==> src/fx_pkg.sv <==
`default_nettype none

package fx_pkg;

	// effect select, as driven on fx.sel
	typedef enum logic [1:0] {
		FX_NONE     = 2'd0,
		FX_PORTA    = 2'd1,
		FX_VIBRATO  = 2'd2,
		FX_RESERVED = 2'd3	// acts like FX_NONE
	} fx_sel_e;

	// effect control bundle from the sequencer
	typedef struct packed {
		fx_sel_e    sel;
		logic [1:0] opt_a;	// porta speed / vibrato speed
		logic [1:0] opt_b;	// vibrato depth
	} fx_ctrl_t;

	// frequency offset into the oscillator
	// dir 1 shortens the half period (pitch up), dir 0 lengthens it
	typedef struct packed {
		logic       dir;
		logic [2:0] mul;	// multiples of H >> 5
	} freq_offset_t;

endpackage

`default_nettype wire

==> src/note_pkg.sv <==
`default_nettype none

package note_pkg;

	typedef logic [5:0] note_t;	// octave * 12 + semitone

	localparam note_t NOTE_MAX = 6'd63;

	// half period in clk50mhz cycles for each semitone of octave 1
	// C1 = 32.703 Hz, rest of the octave in equal temperament
	function automatic logic [19:0] semitone_period(input logic [3:0] semi);
		case (semi)
			4'd0: return 20'd764467;	// C
			4'd1: return 20'd721561;	// C#
			4'd2: return 20'd681063;	// D
			4'd3: return 20'd642838;	// D#
			4'd4: return 20'd606758;	// E
			4'd5: return 20'd572703;	// F
			4'd6: return 20'd540560;	// F#
			4'd7: return 20'd510221;	// G
			4'd8: return 20'd481584;	// G#
			4'd9: return 20'd454555;	// A
			4'd10: return 20'd429043;	// A#
			4'd11: return 20'd404962;	// B
			default: return 20'd764467;	// 12..15 never come out of note_semitone
		endcase
	endfunction

	// octave 0..5 for the full note range
	function automatic logic [2:0] note_octave(input note_t n);
		return 3'(n / 6'd12);
	endfunction

	function automatic logic [3:0] note_semitone(input note_t n);
		return 4'(n % 6'd12);
	endfunction

endpackage

`default_nettype wire

==> src/fx_portamento.sv <==
`timescale 1ns/1ns
`default_nettype none

module fx_portamento (
	input  wire logic            clk50mhz,
	input  wire logic            rst_n,
	input  wire note_pkg::note_t note_in,
	input  wire logic            note_clk,	// one cycle tick
	input  wire logic [1:0]      speed_sel,	// ticks per step minus one
	input  wire logic            en,
	output note_pkg::note_t      porta_note
);

	import note_pkg::*;

	logic [1:0] tick_cnt;	// ticks since last step
	logic       at_target;
	logic       going_up;

	assign at_target = (porta_note == note_in);
	assign going_up  = (porta_note < note_in);

	always_ff @(posedge clk50mhz)
	begin
		if (!rst_n)
		begin
			porta_note <= '0;
			tick_cnt   <= '0;
		end
		else if (!en)
		begin
			// follow the played note, next slide starts from here
			porta_note <= note_in;
			tick_cnt   <= '0;
		end
		else if (note_clk)
		begin
			if (at_target)
			begin
				tick_cnt <= '0;	// parked, restart pacing on next change
			end
			else if (tick_cnt == speed_sel)
			begin
				tick_cnt <= '0;
				// one semitone toward the target
				if (going_up)
				begin
					if (porta_note != NOTE_MAX)
					begin
						porta_note <= porta_note + 6'd1;
					end
				end
				else
				begin
					porta_note <= porta_note - 6'd1;
				end
			end
			else
			begin
				tick_cnt <= tick_cnt + 2'd1;
			end
		end
	end

endmodule

`default_nettype wire

==> src/fx_vibrato.sv <==
`timescale 1ns/1ns
`default_nettype none

module fx_vibrato (
	input  wire logic          clk50mhz,
	input  wire logic          rst_n,
	input  wire logic          note_clk,	// one cycle tick
	input  wire logic [1:0]    speed,	// ticks per step minus one
	input  wire logic [1:0]    depth,	// peak = 2 * depth + 1
	input  wire logic          en,
	output fx_pkg::freq_offset_t vib_offset
);

	import fx_pkg::*;

	freq_offset_t offs_q;	// current dir and magnitude
	logic [1:0]   tick_cnt;
	logic         rising;	// climbing toward peak
	logic [2:0]   peak;
	logic         step_now;

	assign peak     = {depth, 1'b1};	// 1, 3, 5, 7
	assign step_now = note_clk && (tick_cnt == speed);

	always_ff @(posedge clk50mhz)
	begin
		if (!rst_n || !en)
		begin
			// idle: no offset, next triangle starts rising
			offs_q   <= '0;
			tick_cnt <= '0;
			rising   <= 1'b1;
		end
		else if (note_clk)
		begin
			if (step_now)
			begin
				tick_cnt <= '0;
				if (rising && (offs_q.mul < peak))
				begin
					offs_q.mul <= offs_q.mul + 3'd1;
				end
				else
				begin
					// on the way down, also covers a depth cut mid-triangle
					offs_q.mul <= offs_q.mul - 3'd1;
					rising     <= 1'b0;
					if (offs_q.mul == 3'd1)
					begin
						// back at zero, swap sign for the next triangle
						offs_q.dir <= ~offs_q.dir;
						rising     <= 1'b1;
					end
				end
			end
			else
			begin
				tick_cnt <= tick_cnt + 2'd1;
			end
		end
	end

	assign vib_offset = offs_q;

endmodule

`default_nettype wire

==> src/sq_channel.sv <==
`timescale 1ns/1ns
`default_nettype none

module sq_channel #(
	parameter int PERIOD_SHIFT = 0	// passed to the oscillator
) (
	input  wire logic             clk50mhz,
	input  wire logic             rst_n,
	input  wire note_pkg::note_t  note_in,
	input  wire logic             note_clk,	// note rate tick
	input  wire logic             channel_en,
	input  wire fx_pkg::fx_ctrl_t fx,
	output logic [3:0]            wave_out
);

	import note_pkg::*;
	import fx_pkg::*;

	logic         porta_en;
	logic         vibra_en;
	note_t        porta_note;	// slid note from portamento
	note_t        note_sel;	// note into the oscillator
	freq_offset_t vib_offset;
	freq_offset_t offset_sel;

	// effect decode, one cycle behind fx.sel
	always_ff @(posedge clk50mhz)
	begin
		if (!rst_n)
		begin
			porta_en <= 1'b0;
			vibra_en <= 1'b0;
		end
		else
		begin
			case (fx.sel)
				FX_PORTA:
				begin
					porta_en <= 1'b1;
					vibra_en <= 1'b0;
				end
				FX_VIBRATO:
				begin
					porta_en <= 1'b0;
					vibra_en <= 1'b1;
				end
				default:	// FX_NONE and FX_RESERVED
				begin
					porta_en <= 1'b0;
					vibra_en <= 1'b0;
				end
			endcase
		end
	end

	fx_portamento u_porta (
		.clk50mhz   (clk50mhz),
		.rst_n      (rst_n),
		.note_in    (note_in),
		.note_clk   (note_clk),
		.speed_sel  (fx.opt_a),
		.en         (porta_en),
		.porta_note (porta_note)
	);

	fx_vibrato u_vibra (
		.clk50mhz   (clk50mhz),
		.rst_n      (rst_n),
		.note_clk   (note_clk),
		.speed      (fx.opt_a),	// larger is slower
		.depth      (fx.opt_b),
		.en         (vibra_en),
		.vib_offset (vib_offset)
	);

	// vibrato keeps the note and only bends the period
	assign note_sel   = porta_en ? porta_note : note_in;
	assign offset_sel = vibra_en ? vib_offset : '0;

	square_osc #(
		.PERIOD_SHIFT (PERIOD_SHIFT)
	) u_osc (
		.clk50mhz (clk50mhz),
		.rst_n    (rst_n),
		.note     (note_sel),
		.offset   (offset_sel),
		.en       (channel_en),
		.wave_out (wave_out)
	);

endmodule

`default_nettype wire

==> src/square_osc.sv <==
`timescale 1ns/1ns
`default_nettype none

module square_osc #(
	parameter int PERIOD_SHIFT = 0	// extra divide of every half period, 0..10
) (
	input  wire logic                 clk50mhz,
	input  wire logic                 rst_n,
	input  wire note_pkg::note_t      note,
	input  wire fx_pkg::freq_offset_t offset,
	input  wire logic                 en,
	output logic [3:0]                wave_out
);

	import note_pkg::*;

	logic [19:0] base_half;	// H for the note
	logic [19:0] step;	// one offset unit, H >> 5
	logic [19:0] delta;	// mul * step
	logic [19:0] eff_half;	// H corrected by the offset
	logic [19:0] half_q;	// registered reload value
	logic [19:0] cnt;	// cycles left in this level
	logic        phase;	// high or low half of the square

	// table lookup, then octave, then global shift
	always_comb
	begin
		base_half = semitone_period(note_semitone(note));
		base_half = base_half >> note_octave(note);
		base_half = base_half >> PERIOD_SHIFT;
		step      = base_half >> 5;
		delta     = step * {17'd0, offset.mul};	// max 7 * H/32, never wraps
		if (offset.dir)
		begin
			eff_half = base_half - delta;	// pitch up
		end
		else
		begin
			eff_half = base_half + delta;	// pitch down
		end
	end

	// break the divide / table path away from the counter
	always_ff @(posedge clk50mhz)
	begin
		half_q <= eff_half;
	end

	// count down, toggle and reload at zero
	// each level lasts half_q cycles
	always_ff @(posedge clk50mhz)
	begin
		if (!rst_n || !en)
		begin
			cnt   <= '0;	// first enabled cycle toggles high
			phase <= 1'b0;
		end
		else if (cnt == '0)
		begin
			cnt   <= half_q - 20'd1;	// new note or offset lands here
			phase <= ~phase;
		end
		else
		begin
			cnt <= cnt - 20'd1;
		end
	end

	assign wave_out = (phase && en) ? 4'hF : 4'h0;	// full scale or silent

endmodule

`default_nettype wire

==> config.mk <==
export PLATFORM = sky130hd
export DESIGN_NAME = sq_channel
export DESIGN_NICKNAME = d
export VERILOG_FILES = /design/src/fx_pkg.sv /design/src/note_pkg.sv /design/src/fx_portamento.sv /design/src/fx_vibrato.sv /design/src/sq_channel.sv /design/src/square_osc.sv
export SDC_FILE = /design/constraint.sdc
export NUM_CORES = 1
export LEC_CHECK = 0
export ABC_AREA = 1
export BUFFER_PORTS_ARGS = -buffer_cell sky130_fd_sc_hd__buf_2
export CAP_MARGIN = 10
export CORE_MARGIN = 10
export CORE_UTILIZATION = 29
export DETAILED_ROUTE_END_ITERATION = 10
export PLACE_DENSITY = 0.43
export SLEW_MARGIN = 15
export SYNTH_ARGS = -nofsm -noshare
export SYNTH_HDL_FRONTEND = slang
export SYNTH_SLANG_ARGS = --single-unit
==> constraint.sdc <==
create_clock -name clk50mhz -period 10.4 [get_ports clk50mhz]
set_clock_uncertainty 0.1 [all_clocks]
set_input_delay 2.08 -clock clk50mhz [delete_from_list [all_inputs] [get_ports clk50mhz]]
set_output_delay 2.08 -clock clk50mhz [all_outputs]
set_load 0.005 [all_outputs]
Yosys cells after proc, flatten, opt, wreduce, memory -nomap -nowiden
Memories as Yosys holds them, arrays and structs flattened.
Index checks and enable logic that the tools add are counted.
Widths: inputs -> output; s select.
{ "totals": {"output_inout_bits": 4, "in_bits": 16, "mem_count": 1, "romBits": 320, "register_bits": 58} }
{ "memory_table": {"columns": ["memory", "words", "word_bits", "read_ports", "rd_ports_with_merged_regs", "write_ports", "line", "text"], "rows": [
  ["(no name shown)", 16, 20, 1, 0, 0, "note_pkg.sv:12", "case (semi)"]
]} }
{ "classes": {"shift": 1, "n_reduce_logical": 14, "n_eq_ne": 11, "bitwise": 3, "n_addsub": 10, "order_cmp": 2, "multipliers": 1, "div_mod_pow": 2, "mux": 18} }
{ "ops": {"columns": ["operator", "count"], "rows": [
  ["$mux 6", 7],
  ["$mux 20", 2],
  ["$sub 20x1->20 const B", 2],
  ["$add 20x20->20", 1],
  ["$logic_not 20->1", 1],
  ["$shr 20x3->20", 1],
  ["$sub 20x20->20", 1],
  ["$mul 15x3->18", 1],
  ["$mux 4", 2],
  ["$reduce_and 4->1", 2],
  ["$add 6x1->6 const B", 1],
  ["$div 6x4->6 const B", 1],
  ["$eq 6x6->1", 1],
  ["$lt 6x6->1", 1],
  ["$mod 6x4->6 const B", 1],
  ["$mux 2", 3],
  ["$ne 6x6->1 const B", 1],
  ["$sub 6x1->6 const B", 1],
  ["$add 2x1->2 const B", 2],
  ["$eq 2x2->1", 2],
  ["$ne 2x2->1 const B", 2],
  ["$reduce_and 2->1", 2],
  ["$add 3x1->3 const B", 1],
  ["$eq 3x1->1 const B", 1],
  ["other kinds (13)", 22]
]} }

Longest topological paths before layout
Gate-level depths: netlist of run 1.
{ "logic_depth": {"depth_word": 7, "ltp_mapped": 53} }

Cells and area by module
From an unflattened synthesis of run 1, not the netlist that was laid out.
{ "unflattened": {"hier_cells": 1111, "area_unflattened_um2": 6972.9} }
{ "by_module_without_submodules": {"columns": ["mod", "area_each_um2", "seq_area_each_um2", "n_inst", "cells_per_inst"], "rows": [
  ["square_osc", 5530.3, 820.8, 1, 884],
  ["fx_portamento", 793.3, 160.2, 1, 125],
  ["fx_vibrato", 493.0, 140.1, 1, 69],
  ["sq_channel", 156.4, 40.0, 1, 33]
]} }

Worst setup path after synthesis of run 1
No wires, ideal clock.
{ "synth_path": {"path_kind": "input port to flip-flop", "from": "in note_in[4]", "to": "reg u_osc.half_q[18]", "setup_ns": 0.072, "path_slack_ns": 2.295, "path_stages": 49, "arrival_time_ns": 7.934, "cell_sequence": "inv_1 o21ai_0 inv_1 ha_1 inv_1 nand2_4 nand2_4 inv_6 nand2_4 nand2_4 buf_6 nand2_4 nand2_2 inv_1 nand2_1 o21ai_1 o21ai_1 nor2_1 [13 not listed] nor4_1 nand2_1 nor3_1 nand3_1 nand2_1 nand3_1 nand2_1 ha_1 a21oi_1 o21ai_0 a21oi_1 nand2_1 a31oi_1 nor2_1 nor2_1 nor2_1 nor2_1 xor2_1"} }
{ "synth_between": {"elab_chain_len": 7, "word_cells_on_any_way": 9} }
{ "synth_rtl": {"columns": ["element", "line", "text"], "rows": [
  ["start: declaration", "sq_channel.sv:9", "input wire note_pkg::note_t note_in,"],
  ["$mux 6 (*)", "sq_channel.sv:77", "assign note_sel = porta_en ? porta_note : note_in;"],
  ["$mod 6x4->6", "note_pkg.sv:35", "return 4'(n % 6'd12);"],
  ["$mem_v2 16x20", null, null],
  ["$shr 20x3->20 (*)", "square_osc.sv:29", "base_half = base_half >> note_octave(note);"],
  ["$mul 15x3->18", "square_osc.sv:32", "delta = step * {17'd0, offset.mul};"],
  ["$add 20x20->20 or $sub 20x20->20 (tied branches)", "square_osc.sv:39, square_osc.sv:35", null],
  ["$mux 20 (*)", "square_osc.sv:33", "if (offset.dir)"],
  ["net u_osc.eff_half[18]", "square_osc.sv:20", "logic [19:0] eff_half;"],
  ["end signal: assignment", "square_osc.sv:46", "half_q <= eff_half;"],
  ["end: declaration", "square_osc.sv:21", "logic [19:0] half_q;"]
]} }
The timed path passes the listed nets; every way through them passes the cells marked *.
A chain may end at the register's enable or synchronous reset.

Final worst setup path of run 1
Ends and elaborated chain as after synthesis.

==> impl_metrics.toml, run 1 <==
[status]
run_status = "finished, final reports clean"

[route]
ant_nets = 0
vias_per_cell = 4.64
vias = 6522
routed_wl_um = 19100
dr.pass1.iters = 6
drc = 0
wl_per_cell_um = 13.6
first_iter_violations = 380

[place]
io_buffers = 19
place_hpwl_um = 15800
gp_congestion = 0.857

[synthesis]
synth_top_cell_area_share_pct = 16.8
synth.distinct_cells = 53
avgSynthCellArea_um2 = 6.40
synth-seq-area-share_pct = 16.8
synth_nets = 1172
synthFlopType = "dfxtp_1"
synth-async-reset-ratio_pct = 0
synthCells = 1078
synth-edff-count = 0
ys_warn_count = 0
synth_largest_area_cell = "dfxtp_1"
ys_ff_latch = 58
synthTopCellsByArea = "dfxtp_1, nand2_1, ha_1, inv_1, nor2_1"
netlist_area_um2 = 6900

[cells_and_area]
area_growth_syn_to_layout_pct = 10.0
multi_input_area_um2 = 4960
final_cell_mix = "nand2_1, inv_1, nor2_1"
finish.utilization_pct = 32.3
final_common_cell = "nand2_1"
drive_above_1_share_pct = 8.37
n_antenna_cell = 0
register_area_um2 = 1160
fill_cells = 2587
nets = 1176

[sta]
post-route-period-util_pct = 88.7
tightest_slew_ns = 0.922
setup_viol = 0
max_freq_mhz = 108
slew_headroom_pct = 38.4
period_minus_slack_ns = 9.22
report.final.slew_viol_count = 0
hold_viol = 0
rsz0062_at_grt = "no"
finalSetupTns_ns = 0

[worst_setup_path]
cp_max_fo = 22
cp.required_ns = 10.57
r2r_cells = 38
start_kind = "primary input"
cp-end-kind = "flop"
cp_top_family = "simple AND/OR/NAND/NOR gates"
reg2reg_to = "u_osc.half_q[18]$_DFF_P_"
critPathBufInv = 9
ff2ff_setup_slack_ns = 2.18
r2r-start = "porta_en$_SDFF_PN0_"
cpMaxStageDelayCell = "inv_1"
arrival_ns = 9.39
cpMostUsedCell = "inv_1"
crit_type = "primary input to flop"
cpPeakStageDelay_ns = 0.61

[global_route]
grt_usage_pct = 12.8
antenna_found_initial = 1
grt_max_degree = 27
grt.overflow.total = 0
first_global_vias = 6533
grt_pass1_wl_um = 32500

[clock_tree]
cts-resized-gates = 0
cts-root-buf = "clkbuf_16"
clockBufferDepth = 2
insertion_delay_ns = 0.34
h-tree-depth = 3
post_cts_buffers = 0
cts_tree = "done"
holdBufCountCts = 0
clkTransAtPathRegs_ns = 0.06
cts_sinks = 58
cts_buffers = 9

[die]
coreArea_um2 = 23500
std_cell_rows = 56
dieArea_um2 = 30400
fp.dieW_um = 174
initial_core_util_pct = 29.4
ios = 20
die_h_um = 174

[power]
cellPowerDensity_nw_per_um2 = 182
peakVddDrop_v = 0.0000814
leakagePower_nw = 3.88

[min_path]
hp-start = "u_vibra.tick_cnt[1]$_SDFFE_PP0P_"
hp-class = "flop to flop"
hold_end = "u_vibra.tick_cnt[1]$_SDFFE_PP0P_"
holdPathStages = 1

[run]
drv_cap = 0
[worst register-to-register path: cells and delay by family, from the launching register on]
| kind | cells | cell delay [ns] |
|---|---|---|
| fa+ha+maj | 5 | 1.61 |
| simple gates | 17 | 2.53 |
| buf+inv | 7 | 1.28 |
| xor+xnor | 2 | 0.36 |
| flops | 1 | 0.82 |
| compound gates | 7 | 1.44 |
[flip-flops by register name, indices dropped and copies added (netlist names), 2 cells and up]
signal	cells
u_osc.half_q	20
u_porta.porta_note	6
u_porta.tick_cnt	2
u_vibra.tick_cnt	2
u_osc.cnt	20
u_vibra.vib_offset	4
[how the worst max path moves through the flow]
stage                          start                  endpoint  slack, ns  cells after the start
final                     note_in[4]  u_osc.half_q[18]$_DFF_P_       1.18                     39
after CTS                 note_in[4]  u_osc.half_q[18]$_DFF_P_       1.11                     39
after detailed placement  note_in[4]  u_osc.half_q[18]$_DFF_P_       0.78                     39
after global routing      note_in[5]  u_osc.half_q[18]$_DFF_P_       0.20                     40
after floorplan           note_in[4]  u_osc.half_q[18]$_DFF_P_       2.29                     49
after global placement    note_in[5]  u_osc.half_q[18]$_DFF_P_       0.78                     40
[synthesized netlist by cell type, types with 3 or more instances]
| cell type | number |
|---|---|
| xor2_1 | 32 |
| nor2_1 | 110 |
| buf_6 | 5 |
| mux2i_2 | 3 |
| o21ai_0 | 64 |
| xnor2_1 | 15 |
| a31oi_1 | 9 |
| buf_1 | 3 |
| nand2_2 | 10 |
| nor3_1 | 16 |
| nand4_1 | 10 |
| o21ai_1 | 21 |
| clkbuf_1 | 10 |
| nand3_1 | 66 |
| a211oi_1 | 4 |
| buf_4 | 4 |
| inv_2 | 5 |
| nand3b_1 | 3 |
| nor4_1 | 6 |
| o211ai_1 | 4 |
| ha_1 | 62 |
| a21oi_1 | 73 |
| nand2_1 | 253 |
| nand2_4 | 8 |
| dfxtp_1 | 58 |
| inv_1 | 154 |
| nand3_2 | 14 |
| fa_1 | 16 |
| buf_2 | 5 |
| a21o_1 | 4 |
[through the flow]
| stage | power (W) | instance area [µm²] | setup WS [ns] | hold slack (ns) | instances |
|---|---|---|---|---|---|
| final | 0.00138 | 7590 | 1.18 | 0.383 | 1406 |
| after global routing | 0.00152 | 7590 | 0.203 | 0.422 | 1406 |
| after CTS | 0.00140 | 7590 | 1.11 | 0.388 | 1406 |
| after detailed placement | 0.00103 | 7240 | 0.777 | 0.377 | 1390 |
| after global placement | 0.00103 | 7240 | 0.781 | 0.382 | 1390 |
| after floorplan | 0.000860 | 6900 | 2.29 | 0.350 | 1078 |
[where the power goes]
part | internal (W) | total [W] | switching [W]
registers | 0.000282 | 0.000306 | 0.0000234
logic | 0.000233 | 0.000710 | 0.000477
clock network | 0.000236 | 0.000362 | 0.000126
[cell type report]
| class | count | share of cell area (%) |
|---|---|---|
| Timing Repair Buffer | 20 | 1.35 |
| Clock buffer | 9 | 2.97 |
| Inverter | 162 | 8.17 |
| Tap cell | 319 | 5.26 |
| Clock inverter | 7 | 1.65 |
| Sequential cell | 58 | 15.3 |
| Multi-Input combinational cell | 831 | 65.3 |
[cell families after synthesis]
logic type | count (synthesis) | synth area share (%)
fa+ha+maj | 78 | 15.9
xor+xnor | 47 | 5.97
mux | 4 | 0.743
compound gates | 192 | 15.1
simple gates | 510 | 34.1
buf+inv | 189 | 11.3
flops | 58 | 16.8
[routing by layer]
layer / up-vias / GRT usage [%] / part of all wire [%]
li1: 3504 / - / -
met1: 2905 / 16.6 / 49
met2: 94 / 21.6 / 46
met3: 19 / 1.97 / 3.2
met4: 0 / 3.42 / 1.5
met5: - / 0 / 0
(Power assumes the default switching activity.)
==> inputs of run 2 (changes only) <==
- CELL_PAD_IN_SITES_DETAIL_PLACEMENT: not set -> 0
- CELL_PAD_IN_SITES_GLOBAL_PLACEMENT: not set -> 1
- PLACE_DENSITY: 0.43 -> 0.56
==> run 2 against run 1 <==
Against the previous run:
- power fell by 4.9%
- first-iteration DRC count is 17% lower
- global-route usage grew 0.39 points
- cell area shrank 0.92%
- die area stayed put
- via count rose by 0.63%
- hold slack better by 0.0025 ns
- cell count unchanged
- wire length grew 4.2%
- sequential power barely moved
- sequential share of layout area up 0.14 points
- sequential cell count is the same
- largest cell class unchanged
==> impl_metrics.toml, run 2 (same netlist as run 1, synthesis figures left out) <==
[power]
cellPowerDensity_nw_per_um2 = 174
peakVddDrop_v = 0.0000661
leakagePower_nw = 3.85
switchingPower_w = 0.000628
pwr-share-seq_pct = 23.4
pwr-share-comb_pct = 54.9
swShare_pct = 47.9
clkPwrFrac_pct = 21.8
p_int_w = 0.000683
finalPower_w = 0.00131

[route]
ant_nets = 0
vias_per_cell = 4.67
routed_wl_um = 19900
dr.pass1.iters = 5
vias = 6563
drc = 0
first_iter_violations = 316
wl_per_cell_um = 14.1

[die]
initial_core_util_pct = 29.4
std_cell_rows = 56
dieArea_um2 = 30400
coreArea_um2 = 23500
fp.dieW_um = 174
ios = 20
die_h_um = 174

[min_path]
hp-class = "flop to flop"

[cells_and_area]
final_cell_mix = "nand2_1, inv_1, nor2_1"
fill_cells = 2651
nets = 1176
n_antenna_cell = 0
drive_above_1_share_pct = 8.37
area_growth_syn_to_layout_pct = 9.01
largestRegisters = "u_osc.cnt x20, u_osc.half_q x20, u_porta.porta_note x6"
final_common_cell = "nand2_1"

[sta]
slew_headroom_pct = 41.1
post-route-period-util_pct = 89.3
max_freq_mhz = 108
finalSetupTns_ns = 0
rsz0062_at_grt = "no"
tightest_slew_ns = 0.882
report.final.slew_viol_count = 0
period_minus_slack_ns = 9.28
setup_viol = 0
hold_viol = 0

[status]
run_status = "finished, final reports clean"

[place]
io_buffers = 19
gp_congestion = 0.848
place_hpwl_um = 16500

[worst_setup_path]
cpMaxStageDelayCell = "nor4_1"
cp_max_fo = 11
critPathBufInv = 10
start_kind = "primary input"
cp_top_family = "simple AND/OR/NAND/NOR gates"
cp-end-kind = "flop"
cpPeakStageDelay_ns = 0.47
crit_type = "primary input to flop"
arrival_ns = 9.46
cp.required_ns = 10.57

[clock_tree]
clkTransAtPathRegs_ns = 0.06
h-tree-depth = 3
post_cts_buffers = 0
cts-resized-gates = 0
clockBufferDepth = 2
cts_buffers = 9
cts-root-buf = "clkbuf_16"
insertion_delay_ns = 0.34
cts_tree = "done"
holdBufCountCts = 0
cts_sinks = 58

[global_route]
first_global_vias = 6638
grt_usage_pct = 13.2
antenna_found_initial = 0
grt_max_degree = 27
grt.overflow.total = 0
grt_pass1_wl_um = 33100

[run]
drv_cap = 0
run 2: cell types whose count changed in the layout (fill, tap and decap cells not counted), sizes merged:
cell | previous run | this run
bufinv | 3 | 0
clkinvlp | 0 | 3
clkbuf | 9 | 10
clkinv | 3 | 2
run 2: power by group through the flow:
stage,Combinational (W),Clock [W],Sequential [W]
global route,0.000822,0.000305,0.000312
CTS,0.000727,0.000296,0.000307
detailed placement,0.000723,0,0.000311
floorplan,0.000559,0,0.000301
global placement,0.000734,0,0.000312
finish,0.000719,0.000285,0.000306
run 2: path summary, 6_finish.rpt:
| check | endpoint | depth (start not counted) | slack (ns) | from |
|---|---|---|---|---|
| max | u_osc.half_q[18]$_DFF_P_ | 48 | 1.12 | note_in[5] |
| min | u_vibra.tick_cnt[1]$_SDFFE_PP0P_ | 1 | 0.39 | u_vibra.tick_cnt[1]$_SDFFE_PP0P_ |
| max reg2reg | u_osc.half_q[18]$_DFF_P_ | 46 | 2.10 | porta_en$_SDFF_PN0_ |
| min reg2reg | u_vibra.tick_cnt[1]$_SDFFE_PP0P_ | 1 | 0.39 | u_vibra.tick_cnt[1]$_SDFFE_PP0P_ |
run 2: layer usage:
metal	track usage, %	share of wire [%]	vias up
li1	-	-	3498
met1	16.3	47	2978
met2	23.4	49	73
met3	1.99	2.5	14
met4	3.46	1.2	0
met5	0	0	-
run 2: final cells by class:
cell class	instances	area, µm²	share of cell area, %
multi-input combinational	831	4960	65.9
sequential	58	1160	15.4
inverter	162	621	8.25
tap	319	399	5.31
clock buffer	10	239	3.18
timing repair buffer	20	103	1.36
clock inverter	6	41.3	0.549
run 2: worst reg2reg max path, delay by kind of cell (launching register included):
family | cells | cell delay (ns)
AO/OA/AOI/OAI | 9 | 1.54
adder cells (fa/ha/maj) | 5 | 1.63
XOR/XNOR | 2 | 0.33
AND/OR/NAND/NOR | 22 | 2.92
buffers and inverters | 8 | 0.87
flip-flops | 1 | 0.85
run 2: through the flow:
stage	instance area (µm²)	cells	setup slack, ns	hold WS (ns)	util [%]
floorplan	6900	1078	2.29	0.350	-
global placement	7240	1390	0.685	0.369	30.9
detailed placement	7240	1390	0.771	0.376	30.9
CTS	7520	1406	1.10	0.388	32.0
global route	7520	1406	0.208	0.400	32.0
finish	7520	1406	1.12	0.385	32.0
==> inputs of run 3 (changes only) <==
- clock period: 10.4 -> 8.9 ns (I/O delays scaled with it)
==> run 3 against run 2 <==
Against the previous run:
- sequential share of layout area is 1.3 points lower
- largest cell class unchanged
- sequential power grew 17%
- critical endpoint is now u_osc.half_q[19]$_DFF_P_
- wire length grew 2.4%
- non-clock buffer count rose by 65
- critical path type unchanged
- worst setup slack lost 0.40 ns
- register-to-register slack got worse by 0.46 ns
- clock power grew 51%
- power rose by 30%
- die area is the same
- global-route usage is 0.21 points higher
==> impl_metrics.toml, run 3 (same netlist as run 1, synthesis figures left out) <==
[status]
run_status = "finished, final reports clean"

[die]
coreArea_um2 = 23500
dieArea_um2 = 30400
die_h_um = 174
initial_core_util_pct = 29.4
ios = 20
fp.dieW_um = 174
std_cell_rows = 56

[clock_tree]
cts_tree = "done"
holdBufCountCts = 0
cts-root-buf = "clkbuf_16"
insertion_delay_ns = 0.34
cts_buffers = 9
clkTransAtPathRegs_ns = 0.07
cts_sinks = 58
h-tree-depth = 3
clockBufferDepth = 2

[cells_and_area]
finalNonFillerCells = 1472
final_cell_mix = "nand2_1, inv_1, nor2_1"
largestRegisters = "u_osc.cnt x20, u_osc.half_q x20, u_porta.porta_note x6"
final_common_cell = "nand2_1"
drive_above_1_share_pct = 15.0
area_growth_syn_to_layout_pct = 18.7
fill_cells = 2643
n_antenna_cell = 0
nets = 1242
multi_input_area_um2 = 5070
register_area_um2 = 1160

[sta]
setup_viol = 0
period_minus_slack_ns = 8.19
report.final.slew_viol_count = 0
post-route-period-util_pct = 92.0
tightest_slew_ns = 0.770
layout_setup_ws_ns = 0.713
slew_headroom_pct = 48.6
hold_viol = 0
max_freq_mhz = 122

[worst_setup_path]
cp-end-kind = "flop"
cp.required_ns = 9.04
crit_type = "primary input to flop"
critPathBufInv = 12
cp_max_fo = 8
cpPeakStageDelay_ns = 0.55
arrival_ns = 8.32
cpMostUsedCell = "nand2_1"
cp_top_family = "simple AND/OR/NAND/NOR gates"
start_kind = "primary input"
cpMaxStageDelayCell = "fa_1"

[global_route]
grt_usage_pct = 13.4
grt.overflow.total = 0
grt_max_degree = 27
antenna_found_initial = 0
grt_pass1_wl_um = 33600
first_global_vias = 6661

[place]
gp_congestion = 0.839
io_buffers = 19
place_ws_ns = -0.150
dp_cells = 1447
place_hpwl_um = 16700

[power]
p_int_w = 0.000938
cellPowerDensity_nw_per_um2 = 208
swShare_pct = 45.0
leakagePower_nw = 4.22
pwr-share-comb_pct = 53.8
peakVddDrop_v = 0.0000924
finalPower_w = 0.00171
pwr-share-seq_pct = 21.0
clkPwrFrac_pct = 25.2
switchingPower_w = 0.000769

[run]
drv_cap = 0

[min_path]
hp-class = "flop to flop"

[route]
drc = 0
vias = 6734
ant_nets = 0
wl_per_cell_um = 13.8
routed_wl_um = 20400
dr.pass1.iters = 5
first_iter_violations = 366
vias_per_cell = 4.57
==> run 3: final timing paths <==
path | cells past startpoint | from | slack, ns | to
worst max-delay path | 46 | note_in[5] | 0.71 | u_osc.half_q[19]$_DFF_P_
worst min register to register | 2 | u_porta.tick_cnt[0]$_SDFFE_PN0P_ | 0.39 | u_porta.tick_cnt[0]$_SDFFE_PN0P_
worst min-delay path | 2 | u_porta.tick_cnt[0]$_SDFFE_PN0P_ | 0.39 | u_porta.tick_cnt[0]$_SDFFE_PN0P_
worst max register to register | 45 | porta_en$_SDFF_PN0_ | 1.64 | u_osc.half_q[19]$_DFF_P_
==> run 3: worst min-delay path: stages (launching register included) <==
cell and delay, ns:
dfxtp_1 0.33, inv_1 0.05, a211oi_1 0.06
==> run 3: power by group through the flow <==
stage | clock network, W | logic [W] | registers, W
2_1_floorplan | 0 | 0.000654 | 0.000352
3_3_place_gp | 0 | 0.000915 | 0.000366
3_5_place_dp | 0 | 0.000905 | 0.000366
4_1_cts | 0.000441 | 0.000909 | 0.000360
5_1_grt | 0.000450 | 0.00105 | 0.000365
6_report | 0.000430 | 0.000918 | 0.000359
==> run 3: area by class of cell <==
cell class                      instances  share of cell area (%)
Clock buffer                            9                    2.75
Sequential cell                        58                    14.2
Inverter                              162                    7.58
Multi-Input combinational cell        832                    61.9
Timing Repair Buffer                   85                    7.21
Clock inverter                          7                    1.53
Tap cell                              319                    4.87
==> run 3: repair_timing <==
action | 4_1_cts | 5_1_grt
gates resized for setup | 0 | 22
endpoints found under the hold margin | 0 | 0
setup buffers | 0 | 8
setup endpoints to repair | 0 | 7
==> run 3: routing by layer <==
| metal | share of wire [%] | vias to the layer above | wire [µm] | GRT usage [%] |
|---|---|---|---|---|
| met5 | 0 | - | 0 | 0 |
| met1 | 49 | 3001 | 9950 | 17.5 |
| met3 | 2.9 | 17 | 592 | 2.21 |
| met4 | 1.0 | 0 | 208 | 2.53 |
| met2 | 47 | 69 | 9610 | 22.8 |
| li1 | - | 3647 | - | - |
==> run 3: stage by stage <==
step                hold WS, ns  instance area (µm²)  utilization [%]  setup TNS (ns)
floorplan                 0.350                 6900                -               0
global placement          0.381                 7670             32.7          -0.171
detailed placement        0.379                 7670             32.7          -0.150
CTS                       0.394                 8020             34.2               0
global route              0.425                 8190             34.9        -0.00525
finish                    0.395                 8190             34.9               0
